[config.mk]
export PLATFORM = sky130hd
export DESIGN_NAME = ising_anneal_top
export DESIGN_NICKNAME = d
export VERILOG_FILES = /design/src/hdl/ising_cfg_pkg.sv /design/src/hdl/ising_types_pkg.sv /design/src/hdl/spin_stream_if.sv /design/src/hdl/field_mem.sv /design/src/hdl/energy_accum.sv /design/src/hdl/energy_fifo.sv /design/src/hdl/energy_fifo_maintainer.sv /design/src/hdl/anneal_step_ctrl.sv /design/src/hdl/ising_anneal_top.sv
export SDC_FILE = /design/constraint.sdc
export NUM_CORES = 1
export LEC_CHECK = 0
export BUFFER_PORTS_ARGS = -buffer_cell sky130_fd_sc_hd__buf_2
export CORE_MARGIN = 3
export CORE_UTILIZATION = 55
export CTS_BUF_LIST = sky130_fd_sc_hd__clkbuf_8
export DETAILED_ROUTE_END_ITERATION = 16
export PLACE_DENSITY = 0.82
export SETUP_SLACK_MARGIN = 0.5
export SKIP_CTS_REPAIR_TIMING = 1
export SYNTH_ARGS = -nofsm -noshare
export SYNTH_HDL_FRONTEND = slang
export SYNTH_HIERARCHICAL = 1
export SYNTH_SLANG_ARGS = --single-unit
export TNS_END_PERCENT = 10
[constraint.sdc]
create_clock -name clk_i -period 5.3 [get_ports clk_i]
set_input_delay 1.06 -clock clk_i [delete_from_list [all_inputs] [get_ports clk_i]]
set_output_delay 1.06 -clock clk_i [all_outputs]
set_load 0.01 [all_outputs]
[src/hdl/ising_cfg_pkg.sv]
/*
 * Ising annealer configuration
 * Sizes of the spin vector, field weights, energies, energy FIFO and step counter
 */

package ising_cfg_pkg;

    // Spin positions per candidate, one word
    localparam int num_spin_c = 16;
    // Signed local field per spin
    localparam int field_bit_c = 8;
    // Signed total energy, wide enough for num_spin_c full-scale fields
    localparam int energy_bit_c = 16;
    localparam int fifo_depth_c = 2;
    localparam int count_bit_c = 8;

endpackage

[src/hdl/ising_types_pkg.sv]
/*
 * Ising annealer types
 * Step controller states and the energy ceiling used as the initial best
 */

package ising_types_pkg;

    // Candidate intake, serial accumulation, best compare, output hold
    typedef enum logic [1:0] {
        IDLE,
        ACCUM,
        COMPARE,
        HOLD
    } step_state_t;

    // Largest positive energy, so any real candidate beats it
    localparam logic signed [ising_cfg_pkg::energy_bit_c-1:0] energy_max_c =
        {1'b0, {(ising_cfg_pkg::energy_bit_c-1){1'b1}}};

endpackage

[src/hdl/spin_stream_if.sv]
/*
 * Spin stream link
 * Candidate spin and its energy, each with its own valid/ready pair
 */

`timescale 1ns/1ps

interface spin_stream_if #(
    parameter int NUM_SPIN = ising_cfg_pkg::num_spin_c
);
    import ising_cfg_pkg::*;

    // Spin channel
    logic valid;
    logic ready;
    logic [NUM_SPIN-1:0] spin;
    // Energy channel, offered once accumulation is complete
    logic energy_valid;
    logic energy_ready;
    logic signed [energy_bit_c-1:0] energy;

    modport src (output valid, spin, energy_valid, energy, input ready, energy_ready);
    modport dst (input valid, spin, energy_valid, energy, output ready, energy_ready);

endinterface

[src/hdl/field_mem.sv]
/*
 * Local field memory
 * One signed weight per spin position, host written, read combinationally by index
 */

`timescale 1ns/1ps

module field_mem #(
    parameter int NUM_SPIN = ising_cfg_pkg::num_spin_c,
    parameter int unsigned IDX_BIT = (NUM_SPIN > 1) ? $clog2(NUM_SPIN) : 1
) (
    input  logic clk_i,
    input  logic rst_i,
    input  logic we_i,
    input  logic [IDX_BIT-1:0] waddr_i,
    input  logic signed [ising_cfg_pkg::field_bit_c-1:0] wdata_i,
    input  logic [IDX_BIT-1:0] raddr_i,
    output logic signed [ising_cfg_pkg::field_bit_c-1:0] rdata_o
);
    import ising_cfg_pkg::*;

    logic signed [field_bit_c-1:0] mem_q [NUM_SPIN];

    // Single-cycle write, visible from the next edge on
    always_ff @(posedge clk_i) begin
        if (rst_i) begin
            mem_q <= '{default: '0};
        end else if (we_i) begin
            mem_q[waddr_i] <= wdata_i;
        end
    end

    // Same-cycle read for the accumulator
    assign rdata_o = mem_q[raddr_i];

endmodule

[src/hdl/energy_accum.sv]
/*
 * Serial energy accumulator
 * Walks all spin positions, one per cycle, adding the field of set spins
 * and subtracting the field of clear spins
 */

`timescale 1ns/1ps

module energy_accum #(
    parameter int NUM_SPIN = ising_cfg_pkg::num_spin_c,
    parameter int unsigned IDX_BIT = (NUM_SPIN > 1) ? $clog2(NUM_SPIN) : 1
) (
    input  logic clk_i,
    input  logic rst_i,
    input  logic start_i,
    input  logic [NUM_SPIN-1:0] spin_i,
    output logic [IDX_BIT-1:0] field_addr_o,
    input  logic signed [ising_cfg_pkg::field_bit_c-1:0] field_i,
    output logic done_o,
    output logic signed [ising_cfg_pkg::energy_bit_c-1:0] energy_o
);
    import ising_cfg_pkg::*;

    logic busy_q;
    logic done_q;
    logic [IDX_BIT-1:0] idx_q;
    logic [NUM_SPIN-1:0] spin_q;
    logic signed [energy_bit_c-1:0] sum_q;
    logic signed [energy_bit_c-1:0] field_ext;

    // Sign extension of the addressed weight
    assign field_ext = field_i;
    assign field_addr_o = idx_q;

    // Start restarts the walk even if one is running
    always_ff @(posedge clk_i) begin
        if (rst_i) begin
            busy_q <= 1'b0;
            done_q <= 1'b0;
            idx_q <= '0;
        end else if (start_i) begin
            busy_q <= 1'b1;
            done_q <= 1'b0;
            idx_q <= '0;
        end else begin
            done_q <= 1'b0;
            if (busy_q) begin
                if (idx_q == IDX_BIT'(NUM_SPIN - 1)) begin
                    busy_q <= 1'b0;
                    // One-cycle pulse right after the last position
                    done_q <= 1'b1;
                end else begin
                    idx_q <= idx_q + 1'b1;
                end
            end
        end
    end

    // Spin snapshot and running sum, held after the walk
    always_ff @(posedge clk_i) begin
        if (start_i) begin
            spin_q <= spin_i;
            sum_q <= '0;
        end else if (busy_q) begin
            sum_q <= spin_q[idx_q] ? sum_q + field_ext : sum_q - field_ext;
        end
    end

    assign done_o = done_q;
    assign energy_o = sum_q;

endmodule

[src/hdl/energy_fifo.sv]
/*
 * Energy FIFO
 * Circular store of energies; reset and flush seed one entry with the
 * energy ceiling, push-none writes the popped head back instead of new data
 */

`timescale 1ns/1ps

module energy_fifo #(
    parameter int unsigned FIFO_DEPTH = ising_cfg_pkg::fifo_depth_c,
    parameter int unsigned ADDR_DEPTH = (FIFO_DEPTH > 1) ? $clog2(FIFO_DEPTH) : 1
) (
    input  logic clk_i,
    input  logic rst_i,
    input  logic flush_i,
    input  logic push_i,
    input  logic pop_i,
    input  logic push_none_i,
    input  logic signed [ising_cfg_pkg::energy_bit_c-1:0] data_i,
    output logic signed [ising_cfg_pkg::energy_bit_c-1:0] data_o,
    output logic full_o,
    output logic empty_o,
    output logic [ADDR_DEPTH-1:0] usage_o
);
    import ising_cfg_pkg::*;
    import ising_types_pkg::*;

    logic signed [energy_bit_c-1:0] mem_q [FIFO_DEPTH];
    logic signed [energy_bit_c-1:0] wr_data;
    logic [ADDR_DEPTH-1:0] rd_ptr_q;
    logic [ADDR_DEPTH-1:0] wr_ptr_q;
    // One bit wider than the pointers so full is distinct from empty
    logic [ADDR_DEPTH:0] cnt_q;
    logic do_push;
    logic do_pop;

    // Wrap at FIFO_DEPTH, which need not be a power of two
    function automatic logic [ADDR_DEPTH-1:0] next_ptr(input logic [ADDR_DEPTH-1:0] ptr);
        return (ptr == ADDR_DEPTH'(FIFO_DEPTH - 1)) ? '0 : ptr + 1'b1;
    endfunction

    assign data_o = mem_q[rd_ptr_q];
    assign full_o = (cnt_q == (ADDR_DEPTH + 1)'(FIFO_DEPTH));
    assign empty_o = (cnt_q == '0);
    assign usage_o = cnt_q[ADDR_DEPTH-1:0];
    assign do_pop = pop_i & ~empty_o;
    // A pop in the same cycle frees the slot for the push
    assign do_push = push_i & (~full_o | do_pop);
    // Keep the stored best when the candidate did not improve
    assign wr_data = push_none_i ? data_o : data_i;

    always_ff @(posedge clk_i) begin
        if (rst_i || flush_i) begin
            rd_ptr_q <= '0;
            wr_ptr_q <= next_ptr('0);
            cnt_q <= 1;
        end else begin
            if (do_pop) rd_ptr_q <= next_ptr(rd_ptr_q);
            if (do_push) wr_ptr_q <= next_ptr(wr_ptr_q);
            if (do_push && !do_pop) cnt_q <= cnt_q + 1'b1;
            else if (do_pop && !do_push) cnt_q <= cnt_q - 1'b1;
        end
    end

    // Only the seed entry is written on reset
    always_ff @(posedge clk_i) begin
        if (rst_i || flush_i) mem_q[0] <= energy_max_c;
        else if (do_push) mem_q[wr_ptr_q] <= wr_data;
    end

endmodule

[src/hdl/energy_fifo_maintainer.sv]
/*
 * Energy FIFO maintainer
 * Holds the candidate spin, compares its energy with the stored best and
 * releases the spin downstream with a worse (push-none) flag
 */

`timescale 1ns/1ps

module energy_fifo_maintainer #(
    parameter int NUM_SPIN = ising_cfg_pkg::num_spin_c,
    parameter int unsigned FIFO_DEPTH = ising_cfg_pkg::fifo_depth_c,
    parameter int unsigned ADDR_DEPTH = (FIFO_DEPTH > 1) ? $clog2(FIFO_DEPTH) : 1
) (
    input  logic clk_i,
    input  logic rst_i,
    input  logic flush_i,
    spin_stream_if.dst in,
    output logic out_valid_o,
    output logic [NUM_SPIN-1:0] out_spin_o,
    output logic out_worse_o,
    input  logic out_ready_i,
    output logic signed [ising_cfg_pkg::energy_bit_c-1:0] best_energy_o,
    output logic [ADDR_DEPTH-1:0] usage_o
);
    import ising_cfg_pkg::*;

    logic fifo_full;
    logic fifo_empty;
    logic push_none;
    logic spin_fire;
    logic energy_fire;
    logic out_fire;
    logic signed [energy_bit_c-1:0] energy_head;
    logic [NUM_SPIN-1:0] spin_q;
    logic spin_full_q;
    logic out_valid_q;
    logic worse_q;

    // Pop and push together on every accepted energy
    energy_fifo #(
        .FIFO_DEPTH(FIFO_DEPTH),
        .ADDR_DEPTH(ADDR_DEPTH)
    ) i_energy_fifo (
        .clk_i(clk_i),
        .rst_i(rst_i),
        .flush_i(flush_i),
        .push_i(energy_fire),
        .pop_i(energy_fire),
        .push_none_i(push_none),
        .data_i(in.energy),
        .data_o(energy_head),
        .full_o(fifo_full),
        .empty_o(fifo_empty),
        .usage_o(usage_o)
    );

    // Handshakes
    assign in.ready = ~spin_full_q;
    assign in.energy_ready = ~fifo_full;
    assign spin_fire = in.valid & in.ready;
    assign energy_fire = in.energy_valid & in.energy_ready;
    assign out_fire = out_valid_o & out_ready_i;

    // Not an improvement when the energy does not drop below the head
    assign push_none = ~fifo_empty & (in.energy >= energy_head);

    // Spin slot, output valid and worse flag live until the output transfer
    always_ff @(posedge clk_i) begin
        if (rst_i || flush_i || out_fire) begin
            spin_full_q <= 1'b0;
            out_valid_q <= 1'b0;
            worse_q <= 1'b0;
        end else begin
            if (spin_fire) spin_full_q <= 1'b1;
            if (energy_fire) begin
                out_valid_q <= 1'b1;
                worse_q <= push_none;
            end
        end
    end

    always_ff @(posedge clk_i) begin
        if (spin_fire) spin_q <= in.spin;
    end

    assign out_valid_o = out_valid_q;
    assign out_spin_o = spin_q;
    assign out_worse_o = worse_q;
    assign best_energy_o = energy_head;

endmodule

[src/hdl/anneal_step_ctrl.sv]
/*
 * Anneal step controller
 * Takes one candidate at a time, runs the accumulator, offers spin and
 * energy to the maintainer and counts accepted steps
 */

`timescale 1ns/1ps

module anneal_step_ctrl #(
    parameter int NUM_SPIN = ising_cfg_pkg::num_spin_c
) (
    input  logic clk_i,
    input  logic rst_i,
    input  logic flush_i,
    input  logic cand_valid_i,
    input  logic [NUM_SPIN-1:0] cand_spin_i,
    output logic cand_ready_o,
    output logic accum_start_o,
    output logic [NUM_SPIN-1:0] accum_spin_o,
    input  logic accum_done_i,
    input  logic signed [ising_cfg_pkg::energy_bit_c-1:0] accum_energy_i,
    spin_stream_if.src mnt,
    input  logic out_fire_i,
    input  logic out_worse_i,
    output logic [ising_cfg_pkg::count_bit_c-1:0] accept_count_o
);
    import ising_cfg_pkg::*;
    import ising_types_pkg::*;

    step_state_t state_q;
    step_state_t state_d;
    logic [NUM_SPIN-1:0] spin_q;
    logic spin_sent_q;
    logic cand_fire;
    logic spin_fire;
    logic energy_fire;
    logic [count_bit_c-1:0] count_q;

    // Candidate intake only while idle, accumulator starts on the transfer
    assign cand_ready_o = (state_q == IDLE);
    assign cand_fire = cand_valid_i & cand_ready_o;
    assign accum_start_o = cand_fire;
    assign accum_spin_o = cand_spin_i;

    // Spin offered once during ACCUM, energy in COMPARE
    assign mnt.valid = (state_q == ACCUM) & ~spin_sent_q;
    assign mnt.spin = spin_q;
    assign mnt.energy_valid = (state_q == COMPARE);
    assign mnt.energy = accum_energy_i;
    assign spin_fire = mnt.valid & mnt.ready;
    assign energy_fire = mnt.energy_valid & mnt.energy_ready;

    always_comb begin
        state_d = state_q;
        case (state_q)
            IDLE:    if (cand_fire) state_d = ACCUM;
            ACCUM:   if (accum_done_i) state_d = COMPARE;
            COMPARE: if (energy_fire) state_d = HOLD;
            HOLD:    if (out_fire_i) state_d = IDLE;
            default: state_d = IDLE;
        endcase
    end

    always_ff @(posedge clk_i) begin
        if (rst_i || flush_i) begin
            state_q <= IDLE;
            spin_sent_q <= 1'b0;
            count_q <= '0;
        end else begin
            state_q <= state_d;
            if (cand_fire) spin_sent_q <= 1'b0;
            else if (spin_fire) spin_sent_q <= 1'b1;
            // Improving steps only
            if (out_fire_i && !out_worse_i) count_q <= count_q + 1'b1;
        end
    end

    always_ff @(posedge clk_i) begin
        if (cand_fire) spin_q <= cand_spin_i;
    end

    assign accept_count_o = count_q;

endmodule

[src/hdl/ising_anneal_top.sv]
/*
 * Ising anneal candidate checker
 * Field memory, serial energy accumulator, best-energy maintainer and
 * step controller behind plain valid/ready ports
 */

`timescale 1ns/1ps

module ising_anneal_top #(
    parameter int NUM_SPIN = ising_cfg_pkg::num_spin_c,
    parameter int unsigned FIFO_DEPTH = ising_cfg_pkg::fifo_depth_c,
    parameter int unsigned IDX_BIT = (NUM_SPIN > 1) ? $clog2(NUM_SPIN) : 1,
    parameter int unsigned ADDR_DEPTH = (FIFO_DEPTH > 1) ? $clog2(FIFO_DEPTH) : 1
) (
    input  logic clk_i,
    input  logic rst_i,
    input  logic flush_i,
    input  logic field_we_i,
    input  logic [IDX_BIT-1:0] field_waddr_i,
    input  logic signed [ising_cfg_pkg::field_bit_c-1:0] field_wdata_i,
    input  logic cand_valid_i,
    input  logic [NUM_SPIN-1:0] cand_spin_i,
    output logic cand_ready_o,
    output logic out_valid_o,
    output logic [NUM_SPIN-1:0] out_spin_o,
    output logic out_worse_o,
    input  logic out_ready_i,
    output logic signed [ising_cfg_pkg::energy_bit_c-1:0] best_energy_o,
    output logic [ising_cfg_pkg::count_bit_c-1:0] accept_count_o,
    output logic [ADDR_DEPTH-1:0] usage_o
);
    import ising_cfg_pkg::*;

    logic accum_start;
    logic [NUM_SPIN-1:0] accum_spin;
    logic accum_done;
    logic signed [energy_bit_c-1:0] accum_energy;
    logic [IDX_BIT-1:0] field_addr;
    logic signed [field_bit_c-1:0] field_rdata;
    logic out_fire;

    spin_stream_if #(.NUM_SPIN(NUM_SPIN)) mnt_if ();

    // Output transfer, seen by the controller for return to IDLE
    assign out_fire = out_valid_o & out_ready_i;

    field_mem #(.NUM_SPIN(NUM_SPIN), .IDX_BIT(IDX_BIT)) i_field_mem (
        .clk_i(clk_i), .rst_i(rst_i), .we_i(field_we_i), .waddr_i(field_waddr_i),
        .wdata_i(field_wdata_i), .raddr_i(field_addr), .rdata_o(field_rdata)
    );

    energy_accum #(.NUM_SPIN(NUM_SPIN), .IDX_BIT(IDX_BIT)) i_energy_accum (
        .clk_i(clk_i), .rst_i(rst_i), .start_i(accum_start), .spin_i(accum_spin),
        .field_addr_o(field_addr), .field_i(field_rdata), .done_o(accum_done),
        .energy_o(accum_energy)
    );

    energy_fifo_maintainer #(
        .NUM_SPIN(NUM_SPIN), .FIFO_DEPTH(FIFO_DEPTH), .ADDR_DEPTH(ADDR_DEPTH)
    ) i_energy_fifo_maintainer (
        .clk_i(clk_i), .rst_i(rst_i), .flush_i(flush_i), .in(mnt_if.dst),
        .out_valid_o(out_valid_o), .out_spin_o(out_spin_o), .out_worse_o(out_worse_o),
        .out_ready_i(out_ready_i), .best_energy_o(best_energy_o), .usage_o(usage_o)
    );

    anneal_step_ctrl #(.NUM_SPIN(NUM_SPIN)) i_anneal_step_ctrl (
        .clk_i(clk_i), .rst_i(rst_i), .flush_i(flush_i),
        .cand_valid_i(cand_valid_i), .cand_spin_i(cand_spin_i), .cand_ready_o(cand_ready_o),
        .accum_start_o(accum_start), .accum_spin_o(accum_spin), .accum_done_i(accum_done),
        .accum_energy_i(accum_energy), .mnt(mnt_if.src), .out_fire_i(out_fire),
        .out_worse_i(out_worse_o), .accept_count_o(accept_count_o)
    );

endmodule

# After elaboration in Yosys (flattened, before gate mapping)
# Memory sizes are Yosys's and may differ from the RTL's. A register that Yosys moved wholly into a read port is not among the register bits.
# Index checks and enable logic that the tools add are counted.
# word_totals
n_memories,1
mem_bits_rw,32
reg_bits,200
out_inout_bits,44
input_bits,34
word_cells,122
# classes
n_eq_ne,9
bitwise_logic,17
muxes,33
n_addsub,8
order_cmp,5
reduce_logical,18
# memory_table
name,depth,word_bits,rd,rd_ports_with_merged_regs,wr,line,source
i_energy_fifo_maintainer.i_energy_fifo.mem_q,2,16,1,1,1,energy_fifo.sv:28,logic signed [energy_bit_c-1:0] mem_q [FIFO_DEPTH];
# op_table
cell,count
bitwise mux 128 bit,1
two-way mux 16 bit,3
binary-select mux 8 bit (select 4 bit),1
demux 8 bit (select 4 bit),1
two-way mux 8 bit,3
adder 16 x 8 -> 16 bit,1
greater-or-equal comparator 16 bit,1
two-way mux 1 bit,16
OR reduction 16 bit,1
subtractor 16 x 8 -> 16 bit,1
two-way mux 2 bit,6
greater-or-equal comparator 5 bit (second input constant),2
NOT 4 -> 5 bit,2
adder 8 x 1 -> 8 bit (second input constant),1
AND 1 bit,8
case mux 2 bit (4 select lines),1
== test 2 bit (second input constant),3
inequality test 2 bit (second input constant),3
NOT 1 bit,6
less-than comparator 4 x 5 -> 1 bit (second input constant),1
less-than comparator 5 x 1 -> 1 bit (second input constant),1
adder 4 x 1 -> 4 bit (second input constant),1
binary-select mux 1 bit (select 4 bit),1
== test 4 bit (second input constant),1
15 further kinds,24

# Longest topological paths before layout
# Gate-level depths: netlist of the first run.
# depth
ltp_word,11
mapped_depth,20
depth_no_buf,17

# Modules after synthesis
# Netlist of the first run, hierarchy kept.
# modules_own_cells
mod,seq_area_each_um2,n_inst,area_per_inst_um2,cells_each
field_mem,2562.5,1,6065.8,690
energy_accum,920.9,1,2372.3,232
energy_fifo,1061.0,1,1695.4,113
anneal_step_ctrl,700.7,1,1277.5,107
energy_fifo_maintainer,540.5,1,1032.2,85
ising_anneal_top,0.0,1,6.3,1

# Worst setup path before layout of the first run
# No wires, ideal clock.
# synth_timing
path_type,register to register
from,"register i_energy_accum.idx_q[0], in the netlist i_energy_accum/field_addr_o[0]"
to,"register i_energy_accum.sum_q[12], in the netlist i_energy_accum/energy_o[12]"
required_time_ns,5.173
slack_ns,0.828
path_buffers,2
arrival_ns,4.345
path_stages_with_launch,18
synth_period_minus_slack_ns,4.472
setup_ns,0.127
cell_sequence,dfxtp_1 buf_6 buf_8 mux4_2 a22oi_1 nand2_1 or4_1 nor2b_1 inv_1 ha_1 mux2i_1 ha_1 a21o_1 a21o_1 a221oi_1 o21ai_0 and4b_1 or3_1
# synth_via
elab_chain_len,6
word_cells_on_any_way,9
cone_classes,add/sub (2); mux (6); bitwise (1)
# synth_rtl
item,line,source
from (decl),energy_accum.sv:26,logic [IDX_BIT-1:0] idx_q;
from (signal assigned),energy_accum.sv:53,idx_q <= idx_q + 1'b1;
NOT 4 -> 5 bit (implied by the code) *,field_mem.sv:34,assign rdata_o = mem_q[raddr_i];
binary-select mux 8 bit (select 4 bit) *,field_mem.sv:34,
two-way mux 8 bit (implied by the code) * (2 in series),field_mem.sv:34,
named net field_rdata[4],ising_anneal_top.sv:39,logic signed [field_bit_c-1:0] field_rdata;
subtractor 16 x 8 -> 16 bit / adder 16 x 8 -> 16 bit (equally long branches),energy_accum.sv:65,sum_q <= spin_q[idx_q] ? sum_q + field_ext : sum_q - field_ext;
two-way mux 16 bit *,energy_accum.sv:65,
to (signal assigned),energy_accum.sv:65,
to (decl),energy_accum.sv:28,logic signed [energy_bit_c-1:0] sum_q;
# Mark *: on every way through the listed nets, which the timed path passes. The rest lies on a longest branch. The select of a mux whose other input is x is not followed.
# A chain may end at the register's enable or synchronous reset.

# Final worst setup path of the first run
# layout_timing
from,"register i_energy_accum.idx_q[0], in the netlist i_energy_accum/field_addr_o[0]"
to,"register i_energy_accum.sum_q[15], in the netlist i_energy_accum/energy_o[15]"
# Same word-level chain as after synthesis.

==> results.toml, run 1 <==
[clock_tree]
cts_num_sinks = 249
clk_path_buf_depth = 3
htree_levels = 2
clockRootBuffer = "clkbuf_8"
cts_tree = "yes"
clk_latency_ps = 540
cts_buffers = 41
clkTransAtPathRegs_ps = 70

[final_layout]
finish.instance_area_sq_um = 13500
syn2layout_area_growth_pct = 8.27
diodes = 0
utilization = 0.612
nNetsFinal = 1312
drive_gt1_frac = 0.183
instances_no_fill = 1545

[job]
drv_cap = 0

[synthesis]
synth_simple_gate_area_frac = 0.132
syn_area_per_cell_sq_um = 10.1
synth_fa_ha_area_frac = 0.0448
yosys_register_bits = 249
synth_flop_cell = "dfxtp_1"
synthTopCellsByCount = "169 x dfxtp_1, 149 x a21oi_1, 136 x nand3_1"
synth_top_family_by_area = "compound AO/OA/AOI/OAI gates"
netlist_area_sq_um = 12400
seq_area_frac_synth = 0.465
syn_nets = 1306
synth_top_cell_by_area = "dfxtp_1"
synth.distinct_cells = 72
muxShareOfSynthArea = 0.114
synth_most_common_cell = "dfxtp_1"
synth-xor-area-share = 0.0197
synthArstFlopShare = 0
netlist.area_leader.share = 0.272
synth.area.top_cells = "dfxtp_1 27%, edfxtp_1 19%, a21oi_1 6.0%, nand3_1 5.5%, o21ai_0 4.9%"
synth-edff-count = 80
synth_warnings = 6
synth_compound_area_frac = 0.151
synthCells = 1228

[drt]
ant_nets = 0
drcViolationCount = 0
routedWlPerCell_um = 19.0
vias = 9681
routed_wl_mm = 29.4
vias_per_cell = 6.27
drt_iter0_markers = 836
firstDrtPassIters = 6

[timing]
skew_ps = 25.2
max_freq_mhz = 212
whs_ps = 407
fin_crit_sh = 0.889
rsz0062_at_grt = "true"
finalMaxSlewViolations = 0
hold_viol_final = 0
min_period_ps = 4710
relSlewSlack = 0.129
tns_ps = 0
fin_ws_ps = 586
setup_violations = 0
worst_pin_slew_ps = 1300

[pwr]
p_comb_frac = 0.081
ir_drop_uv = 168
powerDensity_nw_per_um2 = 307
power.total_mw = 4.14
p_clk_frac = 0.424
leakage_nw = 5.15
switching_share = 0.246
p_int_mw = 3.12
seqPwrFrac = 0.495
switchingPower_mw = 1.02

[global_routing]
grt_pass1_vias = 9527
grt_usage = 0.230
grt_max_degree = 114
grt_antenna_before_repair = 0
overflow = 0
grt_pass1_wl_mm = 46.5

[die]
pin_count = 78
start_util = 0.565
core_sq_um = 22000
rows = 54
die_x_um = 156
die_area_sq_um = 24500
fp.dieH_um = 156

[critical_path]
worstPathArrival_ps = 5130
cp_num_buf_inv = 2
crit_family = "simple AND/OR/NAND/NOR gates"
slowest_delay_ps = 610
startpoint_type = "flop"
cp_max_fo = 14
critical_path.slowest_cell = "or4_1"
crit_path_end_kind = "flop"
crit_required_ps = 5720
worstSetupPathType = "reg2reg"
crit_path_cell_trace = "buf_12, mux4_2, a22oi_1, nand2_1, or4_1, nor2b_1, inv_1, ha_1, mux2i_1, ha_1, nand2_1, or4_1, and4_1, o311ai_1, a21o_1, a21oi_2"

[place]
place_congestion = 0.878
hpwl_mm = 18.6
dp_slack_ps = 342
placed_area_sq_um = 12500
numPortBuffers = 77
place_inst = 1460

[status]
outcome = "finished clean"

[hold_path]
hp-class = "reg2reg"
==> sequential cells by signal, indices dropped and copies added, names as in the netlist, 2 cells and up, named ones only <==
name,flops
i_anneal_step_ctrl/state_q,2
i_energy_fifo_maintainer/out_spin_o,16
i_field_mem/mem_q,128
i_anneal_step_ctrl/accept_count_o,8
i_energy_accum/energy_o,16
i_energy_accum/spin_q,16
i_energy_fifo_maintainer/i_energy_fifo/mem_q,32
i_energy_accum/field_addr_o,4
i_anneal_step_ctrl/mnt.spin,16
i_energy_fifo_maintainer/i_energy_fifo/cnt_q,2
==> worst reg2reg max path, cell delays in order, from the launching register on <==
cell      delay [ps]
dfxtp_4          510
buf_12           150
mux4_2           480
a22oi_1          320
nand2_1          130
or4_1            510
nor2b_1          230
inv_1             80
ha_1             290
mux2i_1           70
ha_1             370
nand2_1          100
or4_1            610
and4_1           230
o311ai_1         290
a21o_1           190
a21oi_2           50
==> power groups by stage <==
stage	logic [mW]	clock network (mW)	registers (mW)
3_3_place_gp	0.310	0	2.09
5_1_grt	0.363	1.86	2.05
4_1_cts	0.322	1.78	2.05
3_5_place_dp	0.320	0	2.09
6_report	0.335	1.75	2.05
2_1_floorplan	0.271	0	2.07
==> final cells by class <==
| class | instances | area [sq um] |
|---|---|---|
| fill | 1770 | 8550 |
| sequential | 249 | 5790 |
| timing repair buffer | 103 | 596 |
| multi-input combinational | 810 | 5770 |
| clock inverter | 25 | 186 |
| tap | 280 | 350 |
| clock buffer | 49 | 674 |
| inverter | 29 | 109 |
==> layer usage <==
layer | GRT usage | wire [um] | up-vias
li1 | - | - | 4466
met1 | 0.296 | 11700 | 4651
met2 | 0.382 | 14200 | 477
met3 | 0.0415 | 2570 | 87
met4 | 0.101 | 941 | 0
met5 | 0 | 0 | -
==> final timing paths <==
check                                                         endpoint  cells after the start                      startpoint  slack (ps)
worst max-delay path                       i_energy_accum/energy_o[15]                     16  i_energy_accum/field_addr_o[0]         590
worst min-delay path            i_energy_fifo_maintainer/out_spin_o[1]                      0  i_anneal_step_ctrl/mnt.spin[1]         410
worst max register to register             i_energy_accum/energy_o[15]                     16  i_energy_accum/field_addr_o[0]         590
worst min register to register  i_energy_fifo_maintainer/out_spin_o[1]                      0  i_anneal_step_ctrl/mnt.spin[1]         410
==> logic make-up after synthesis <==
group / after synthesis
compound gates: 343
xor+xnor: 28
fa+ha+maj: 44
buf+inv: 169
flops: 249
mux: 85
simple gates: 310
==> layout by cell type, fill, tap and decap left out, types with 9 or more instances in the layout <==
cell type / n
a21oi_1: 149
a22oi_1: 17
buf_2: 76
buf_4: 26
clkbuf_8: 49
dfxtp_1: 167
edfxtp_1: 80
ha_1: 43
inv_1: 42
mux2_4: 11
mux2i_1: 30
mux4_1: 11
mux4_2: 26
nand2_1: 41
nand2b_1: 9
nand3_1: 136
nor2_1: 47
nor2b_1: 10
o21ai_0: 122
o21ai_1: 23
xnor2_1: 10
xor2_1: 18
(Power assumes the default switching activity.)
==> run 2, diff against run 1 <==
--- a/config.mk
+++ b/config.mk
@@ -5,11 +5,13 @@
 export SDC_FILE = /design/constraint.sdc
 export NUM_CORES = 1
 export LEC_CHECK = 0
+export ABC_AREA = 1
 export BUFFER_PORTS_ARGS = -buffer_cell sky130_fd_sc_hd__buf_2
 export CORE_MARGIN = 3
 export CORE_UTILIZATION = 55
 export CTS_BUF_LIST = sky130_fd_sc_hd__clkbuf_8
 export DETAILED_ROUTE_END_ITERATION = 16
+export HOLD_SLACK_MARGIN = 0.1
 export PLACE_DENSITY = 0.82
 export SETUP_SLACK_MARGIN = 0.5
 export SKIP_CTS_REPAIR_TIMING = 1
==> results.toml, run 2 <==
[timing]
rsz0062_at_grt = "false"
tns_ps = 0
setup_violations = 0
finalMaxSlewViolations = 0
fin_crit_sh = 0.813
max_freq_mhz = 232
worst_pin_slew_ps = 1180
min_period_ps = 4310
relSlewSlack = 0.216
hold_viol_final = 0
skew_ps = 24.1

[critical_path]
worstSetupPathType = "reg2reg"
slowest_delay_ps = 420
crit_path_end_kind = "flop"
cp_num_buf_inv = 5
startpoint_type = "flop"
critical-path-top-cell-by-count = "nand2_1"
crit_required_ps = 5780
reg2reg_slack_ps = 990
crit_family = "simple AND/OR/NAND/NOR gates"
reg2reg_from = "i_energy_accum/field_addr_o[0]"
critical_path.slowest_cell = "dfxtp_2"
crit_path_cell_trace = "inv_1, buf_4, nand2_1, nand3_1, nand3_1, nand3_1, nand2_1, nor3_1, nor3b_1, a31oi_1, o21ai_0, inv_1, ha_1, nand2_1, nor3_1, and3_1, nand2_1, nand2_1, inv_1, nand2_2, nand3_1, nand2_1, inv_1, nor2_1"
startpoint = "i_energy_accum/field_addr_o[0]"
cp_max_fo = 30
worstPathArrival_ps = 4790

[die]
start_util = 0.564
fp.dieH_um = 159
die_area_sq_um = 25300
rows = 55
die_x_um = 159
pin_count = 78
core_sq_um = 22800

[global_routing]
grt_max_degree = 111
grt_pass1_vias = 10500
grt_pass1_wl_mm = 50.4
grt_usage = 0.236
grt_antenna_before_repair = 0
overflow = 0

[final_layout]
final_cell_mix = "516 x nand2_1, 249 x inv_1, 168 x dfxtp_1, 153 x nand3_1, 125 x a21oi_1"
largest_register_ffs = 128
top_register = "i_field_mem/mem_q"
finish.instance_area_sq_um = 14000
final_common_cell = "nand2_1"
seqCellArea_sq_um = 5790
fillers = 2005
diodes = 0
nNetsFinal = 1834
syn2layout_area_growth_pct = 8.24
drive_gt1_frac = 0.123
multi_input_area_sq_um = 5580
reg_top3 = "i_field_mem/mem_q x128, i_energy_fifo_maintainer/i_energy_fifo/mem_q x32"

[synthesis]
synthTopCellsByCount = "516 x nand2_1, 234 x inv_1, 169 x dfxtp_1"
synth_top_cell_by_area = "dfxtp_1"
synth.area.top_cells = "dfxtp_1 26%, edfxtp_1 19%, nand2_1 15%, inv_1 6.8%, nand3_1 5.9%"
yosys_register_bits = 249
synthArstFlopShare = 0
synth_warnings = 6
synth_most_common_cell = "nand2_1"
synth.distinct_cells = 45
syn_area_per_cell_sq_um = 7.45
netlist_area_sq_um = 12900
synth-edff-count = 80
synthCells = 1730
netlist.area_leader.share = 0.262
seq_area_frac_synth = 0.449
synth_flop_cell = "dfxtp_1"
syn_nets = 1808

[drt]
drt_iter0_markers = 1015
routed_wl_mm = 30.7
ant_nets = 0
vias = 11000
drcViolationCount = 0
firstDrtPassIters = 7
routedWlPerCell_um = 14.6
vias_per_cell = 5.27

[place]
numPortBuffers = 77
place_congestion = 0.901
hpwl_mm = 20.8
placed_area_sq_um = 13200

[clock_tree]
cts_num_sinks = 249
clockRootBuffer = "clkbuf_8"
cts_buffers = 41
htree_levels = 2
clk_path_buf_depth = 3
clkTransAtPathRegs_ps = 60
clk_latency_ps = 560
cts_tree = "yes"

[job]
drv_cap = 0

[pwr]
powerDensity_nw_per_um2 = 332
power.total_mw = 4.63
ir_drop_uv = 247
leakage_nw = 6.13

[status]
outcome = "finished clean"

[hold_path]
min_from = "i_anneal_step_ctrl/mnt.spin[10]"
hp-class = "reg2reg"
==> run 2: cell types whose count changed in the layout (fill, tap and decap cells not counted), moves of 20 or more <==
cell,change
mux4_2,-26
inv_1,+207
inv_2,+20
nand2_1,+475
a211oi_1,+20
o21ai_1,-21
mux2i_1,-30
o21ai_0,-86
nor2_1,+67
a21oi_1,-24
==> run 2: final cells by class <==
cell class | instances | area share
sequential | 249 | 0.415
multi-input combinational | 1121 | 0.400
inverter | 255 | 0.0690
clock buffer | 44 | 0.0434
timing repair buffer | 88 | 0.0346
tap | 313 | 0.0281
clock inverter | 27 | 0.0106
==> run 2: final timing paths <==
path | to | cells past startpoint
worst max-delay path | i_energy_accum/energy_o[15] | 24
worst min-delay path | i_energy_fifo_maintainer/out_spin_o[10] | 0
worst max register to register | i_energy_accum/energy_o[15] | 24
worst min register to register | i_energy_fifo_maintainer/out_spin_o[10] | 0
==> run 2: cell families (layout without fill, tap and decap cells) <==
family / Yosys count / in the layout / synth area share
and+or+nand+nor: 846 / 846 / 0.282
buffers and inverters: 360 / 414 / 0.119
DFF: 249 / 249 / 0.449
adders and majority gates: 44 / 44 / 0.0433
AOI/OAI and AO/OA: 219 / 219 / 0.0991
xor gates and xnor gates: 12 / 12 / 0.00815
==> run 2: power breakdown <==
group	internal, mW	total, mW	switching (mW)	leakage, nW
Combinational	0.304	0.917	0.613	3.57
Sequential	2.06	2.13	0.0730	2.12
Clock	0.817	1.58	0.765	0.444
==> run 2: worst register-to-register path, stage by stage (launching register included) <==
cell,delay (ps)
dfxtp_2,420
inv_1,270
buf_4,380
nand2_1,100
nand3_1,90
nand3_1,120
nand3_1,100
nand2_1,90
nor3_1,230
nor3b_1,380
a31oi_1,130
o21ai_0,380
inv_1,90
ha_1,370
nand2_1,120
nor3_1,250
and3_1,200
nand2_1,40
nand2_1,90
inv_1,60
nand2_2,60
nand3_1,60
nand2_1,90
inv_1,40
nor2_1,80
==> run 2: stage by stage <==
step	instances	worst slack, ps	utilization	hold WS [ps]
after floorplan	1730	1780	-	400
after global placement	2026	1200	0.578	401
after detailed placement	2026	1070	0.578	405
after CTS	2097	1040	0.611	419
after global routing	2097	534	0.611	423
final	2097	993	0.611	417
==> run 2: routing by layer <==
layer  up-vias  track usage  routed length, um
met5         -            0                  0
met4         0       0.0828                944
met3        76       0.0385               2160
met2       403        0.398              14400
met1      5034        0.310              13200
li1       5532            -                  -
==> run 3, diff against run 2 <==
--- a/config.mk
+++ b/config.mk
@@ -12,7 +12,7 @@
 export CTS_BUF_LIST = sky130_fd_sc_hd__clkbuf_8
 export DETAILED_ROUTE_END_ITERATION = 16
 export HOLD_SLACK_MARGIN = 0.1
-export PLACE_DENSITY = 0.82
+export PLACE_DENSITY = 0.85
 export SETUP_SLACK_MARGIN = 0.5
 export SKIP_CTS_REPAIR_TIMING = 1
 export SYNTH_ARGS = -nofsm -noshare
==> constraint.sdc (replaced) <==
create_clock -name clk_i -period 3.6 [get_ports clk_i]
set_input_delay 0.72 -clock clk_i [delete_from_list [all_inputs] [get_ports clk_i]]
set_output_delay 0.72 -clock clk_i [all_outputs]
set_load 0.01 [all_outputs]
==> results.toml, run 3 (synthesis gave the netlist of run 2 again) <==
[place]
numPortBuffers = 77
hpwl_mm = 21.3
dp_slack_ps = 67.1
placed_area_sq_um = 13300
place_congestion = 0.908

[die]
fp.dieH_um = 159
die_area_sq_um = 25300
die_x_um = 159
start_util = 0.564
core_sq_um = 22800
rows = 55
pin_count = 78

[hold_path]
hp-class = "in2reg"
worstHoldPathCells = 1

[pwr]
p_int_mw = 5.00
power.total_mw = 7.31
p_comb_frac = 0.231
switchingPower_mw = 2.31
switching_share = 0.316
seqPwrFrac = 0.430
ir_drop_uv = 440
p_clk_frac = 0.339
powerDensity_nw_per_um2 = 499
leakage_nw = 6.35

[final_layout]
largest_register_ffs = 128
final_common_cell = "nand2_1"
utilization = 0.642
finish.instance_area_sq_um = 14700
top_register = "i_field_mem/mem_q"
fillers = 1945
diodes = 0
drive_gt1_frac = 0.169
syn2layout_area_growth_pct = 13.7
final_cell_mix = "504 x nand2_1, 238 x inv_1, 167 x dfxtp_1, 140 x nand3_1, 122 x a21oi_1"
reg_top3 = "i_field_mem/mem_q x128, i_energy_fifo_maintainer/i_energy_fifo/mem_q x32"
nNetsFinal = 1854

[timing]
hold_viol_final = 0
skew_ps = 21.6
worst_pin_slew_ps = 1020
relSlewSlack = 0.323
rsz0062_at_grt = "true"
min_period_ps = 3440
fin_crit_sh = 0.955
fin_ws_ps = 163
whs_ps = 358
finalMaxSlewViolations = 0
setup_violations = 0
max_freq_mhz = 291

[clock_tree]
clk_latency_ps = 560
cts_buffers = 41
cts_tree = "yes"
htree_levels = 2
cts_num_sinks = 249
clkTransAtPathRegs_ps = 60
clk_path_buf_depth = 3
clockRootBuffer = "clkbuf_8"

[critical_path]
cp_max_fo = 10
startpoint_type = "flop"
rr_worst_depth = 23
crit_required_ps = 4100
crit_path_end_kind = "flop"
worstPathArrival_ps = 3940
worstSetupPathType = "reg2reg"

[drt]
routed_wl_mm = 32.6
vias = 11400
drcViolationCount = 0
ant_nets = 0
drt_iter0_markers = 1194
firstDrtPassIters = 6
vias_per_cell = 5.38
routedWlPerCell_um = 15.4

[global_routing]
grt_pass1_wl_mm = 50.9
grt_pass1_vias = 10600
grt_antenna_before_repair = 0
grt_max_degree = 94
grt_usage = 0.238
overflow = 0

[job]
drv_cap = 0

[status]
outcome = "finished clean"
## run 3: changes by cell type in the layout (fill, tap and decap cells not counted), moves of 9 or more
cell	change
nand2_2	+9
nand2_1	-12
inv_1	-11
nand3_1	-13
ha_4	+9
buf_4	+10
ha_1	-10
nand3_2	+12
## run 3: metal layers
layer	GRT usage	vias up	wire, um
met5	0	-	0
met4	0.0963	0	1000
met3	0.0380	85	2230
met2	0.401	439	15800
met1	0.307	5310	13600
li1	-	5565	-
## run 3: worst max-delay path, stage by stage, from the launching register on
cell and delay, ps:
dfxtp_4 470, inv_8 80, buf_12 150, nand2_1 70, nand3_1 100, nand3_2 120, nand3_2 100, nand2_4 110
inv_4 50, ha_4 160, nand3_4 90, nand3_1 120, xor2_1 170, inv_1 70, ha_1 400, nand2_1 130
nor2_2 130, nand2_1 70, nand3_1 170, nand3_1 150, a21o_1 200, nand3_1 80, o211ai_1 110, inv_1 80
## run 3: worst paths after layout
check | slack (ps) | start | to
worst max register to register | 160 | i_energy_accum/field_addr_o[0] | i_energy_accum/energy_o[8]
worst min register to register | 410 | i_anneal_step_ctrl/mnt.spin[12] | i_energy_fifo_maintainer/out_spin_o[12]
worst max-delay path | 160 | i_energy_accum/field_addr_o[0] | i_energy_accum/energy_o[8]
worst min-delay path | 360 | cand_spin_i[9] | i_energy_accum/spin_q[9]
## run 3: power by group through the flow
stage          logic [mW]  registers [mW]  clock network, mW
2_1_floorplan        1.15            3.14                  0
3_5_place_dp         1.38            3.19                  0
4_1_cts              1.40            3.13               2.52
6_report             1.69            3.14               2.48
5_1_grt              1.86            3.16               2.65
3_3_place_gp         1.34            3.19                  0
## run 3: through the flow
step | TNS (ps) | cells
2_1_floorplan | 0 | 1730
3_3_place_gp | 0 | 2033
3_5_place_dp | 0 | 2033
4_1_cts | 0 | 2106
5_1_grt | -245 | 2119
6_report | 0 | 2119
## run 3: final cells by class
cell class,instances,area [sq um],share of cell area
multi-input cells,1121,5910,0.403
flip-flops and latches,249,5790,0.395
inverters,255,982,0.0670
repair buffers,108,756,0.0516
clock buffers,47,647,0.0441
well taps,313,392,0.0267
clock inverters,26,175,0.0119
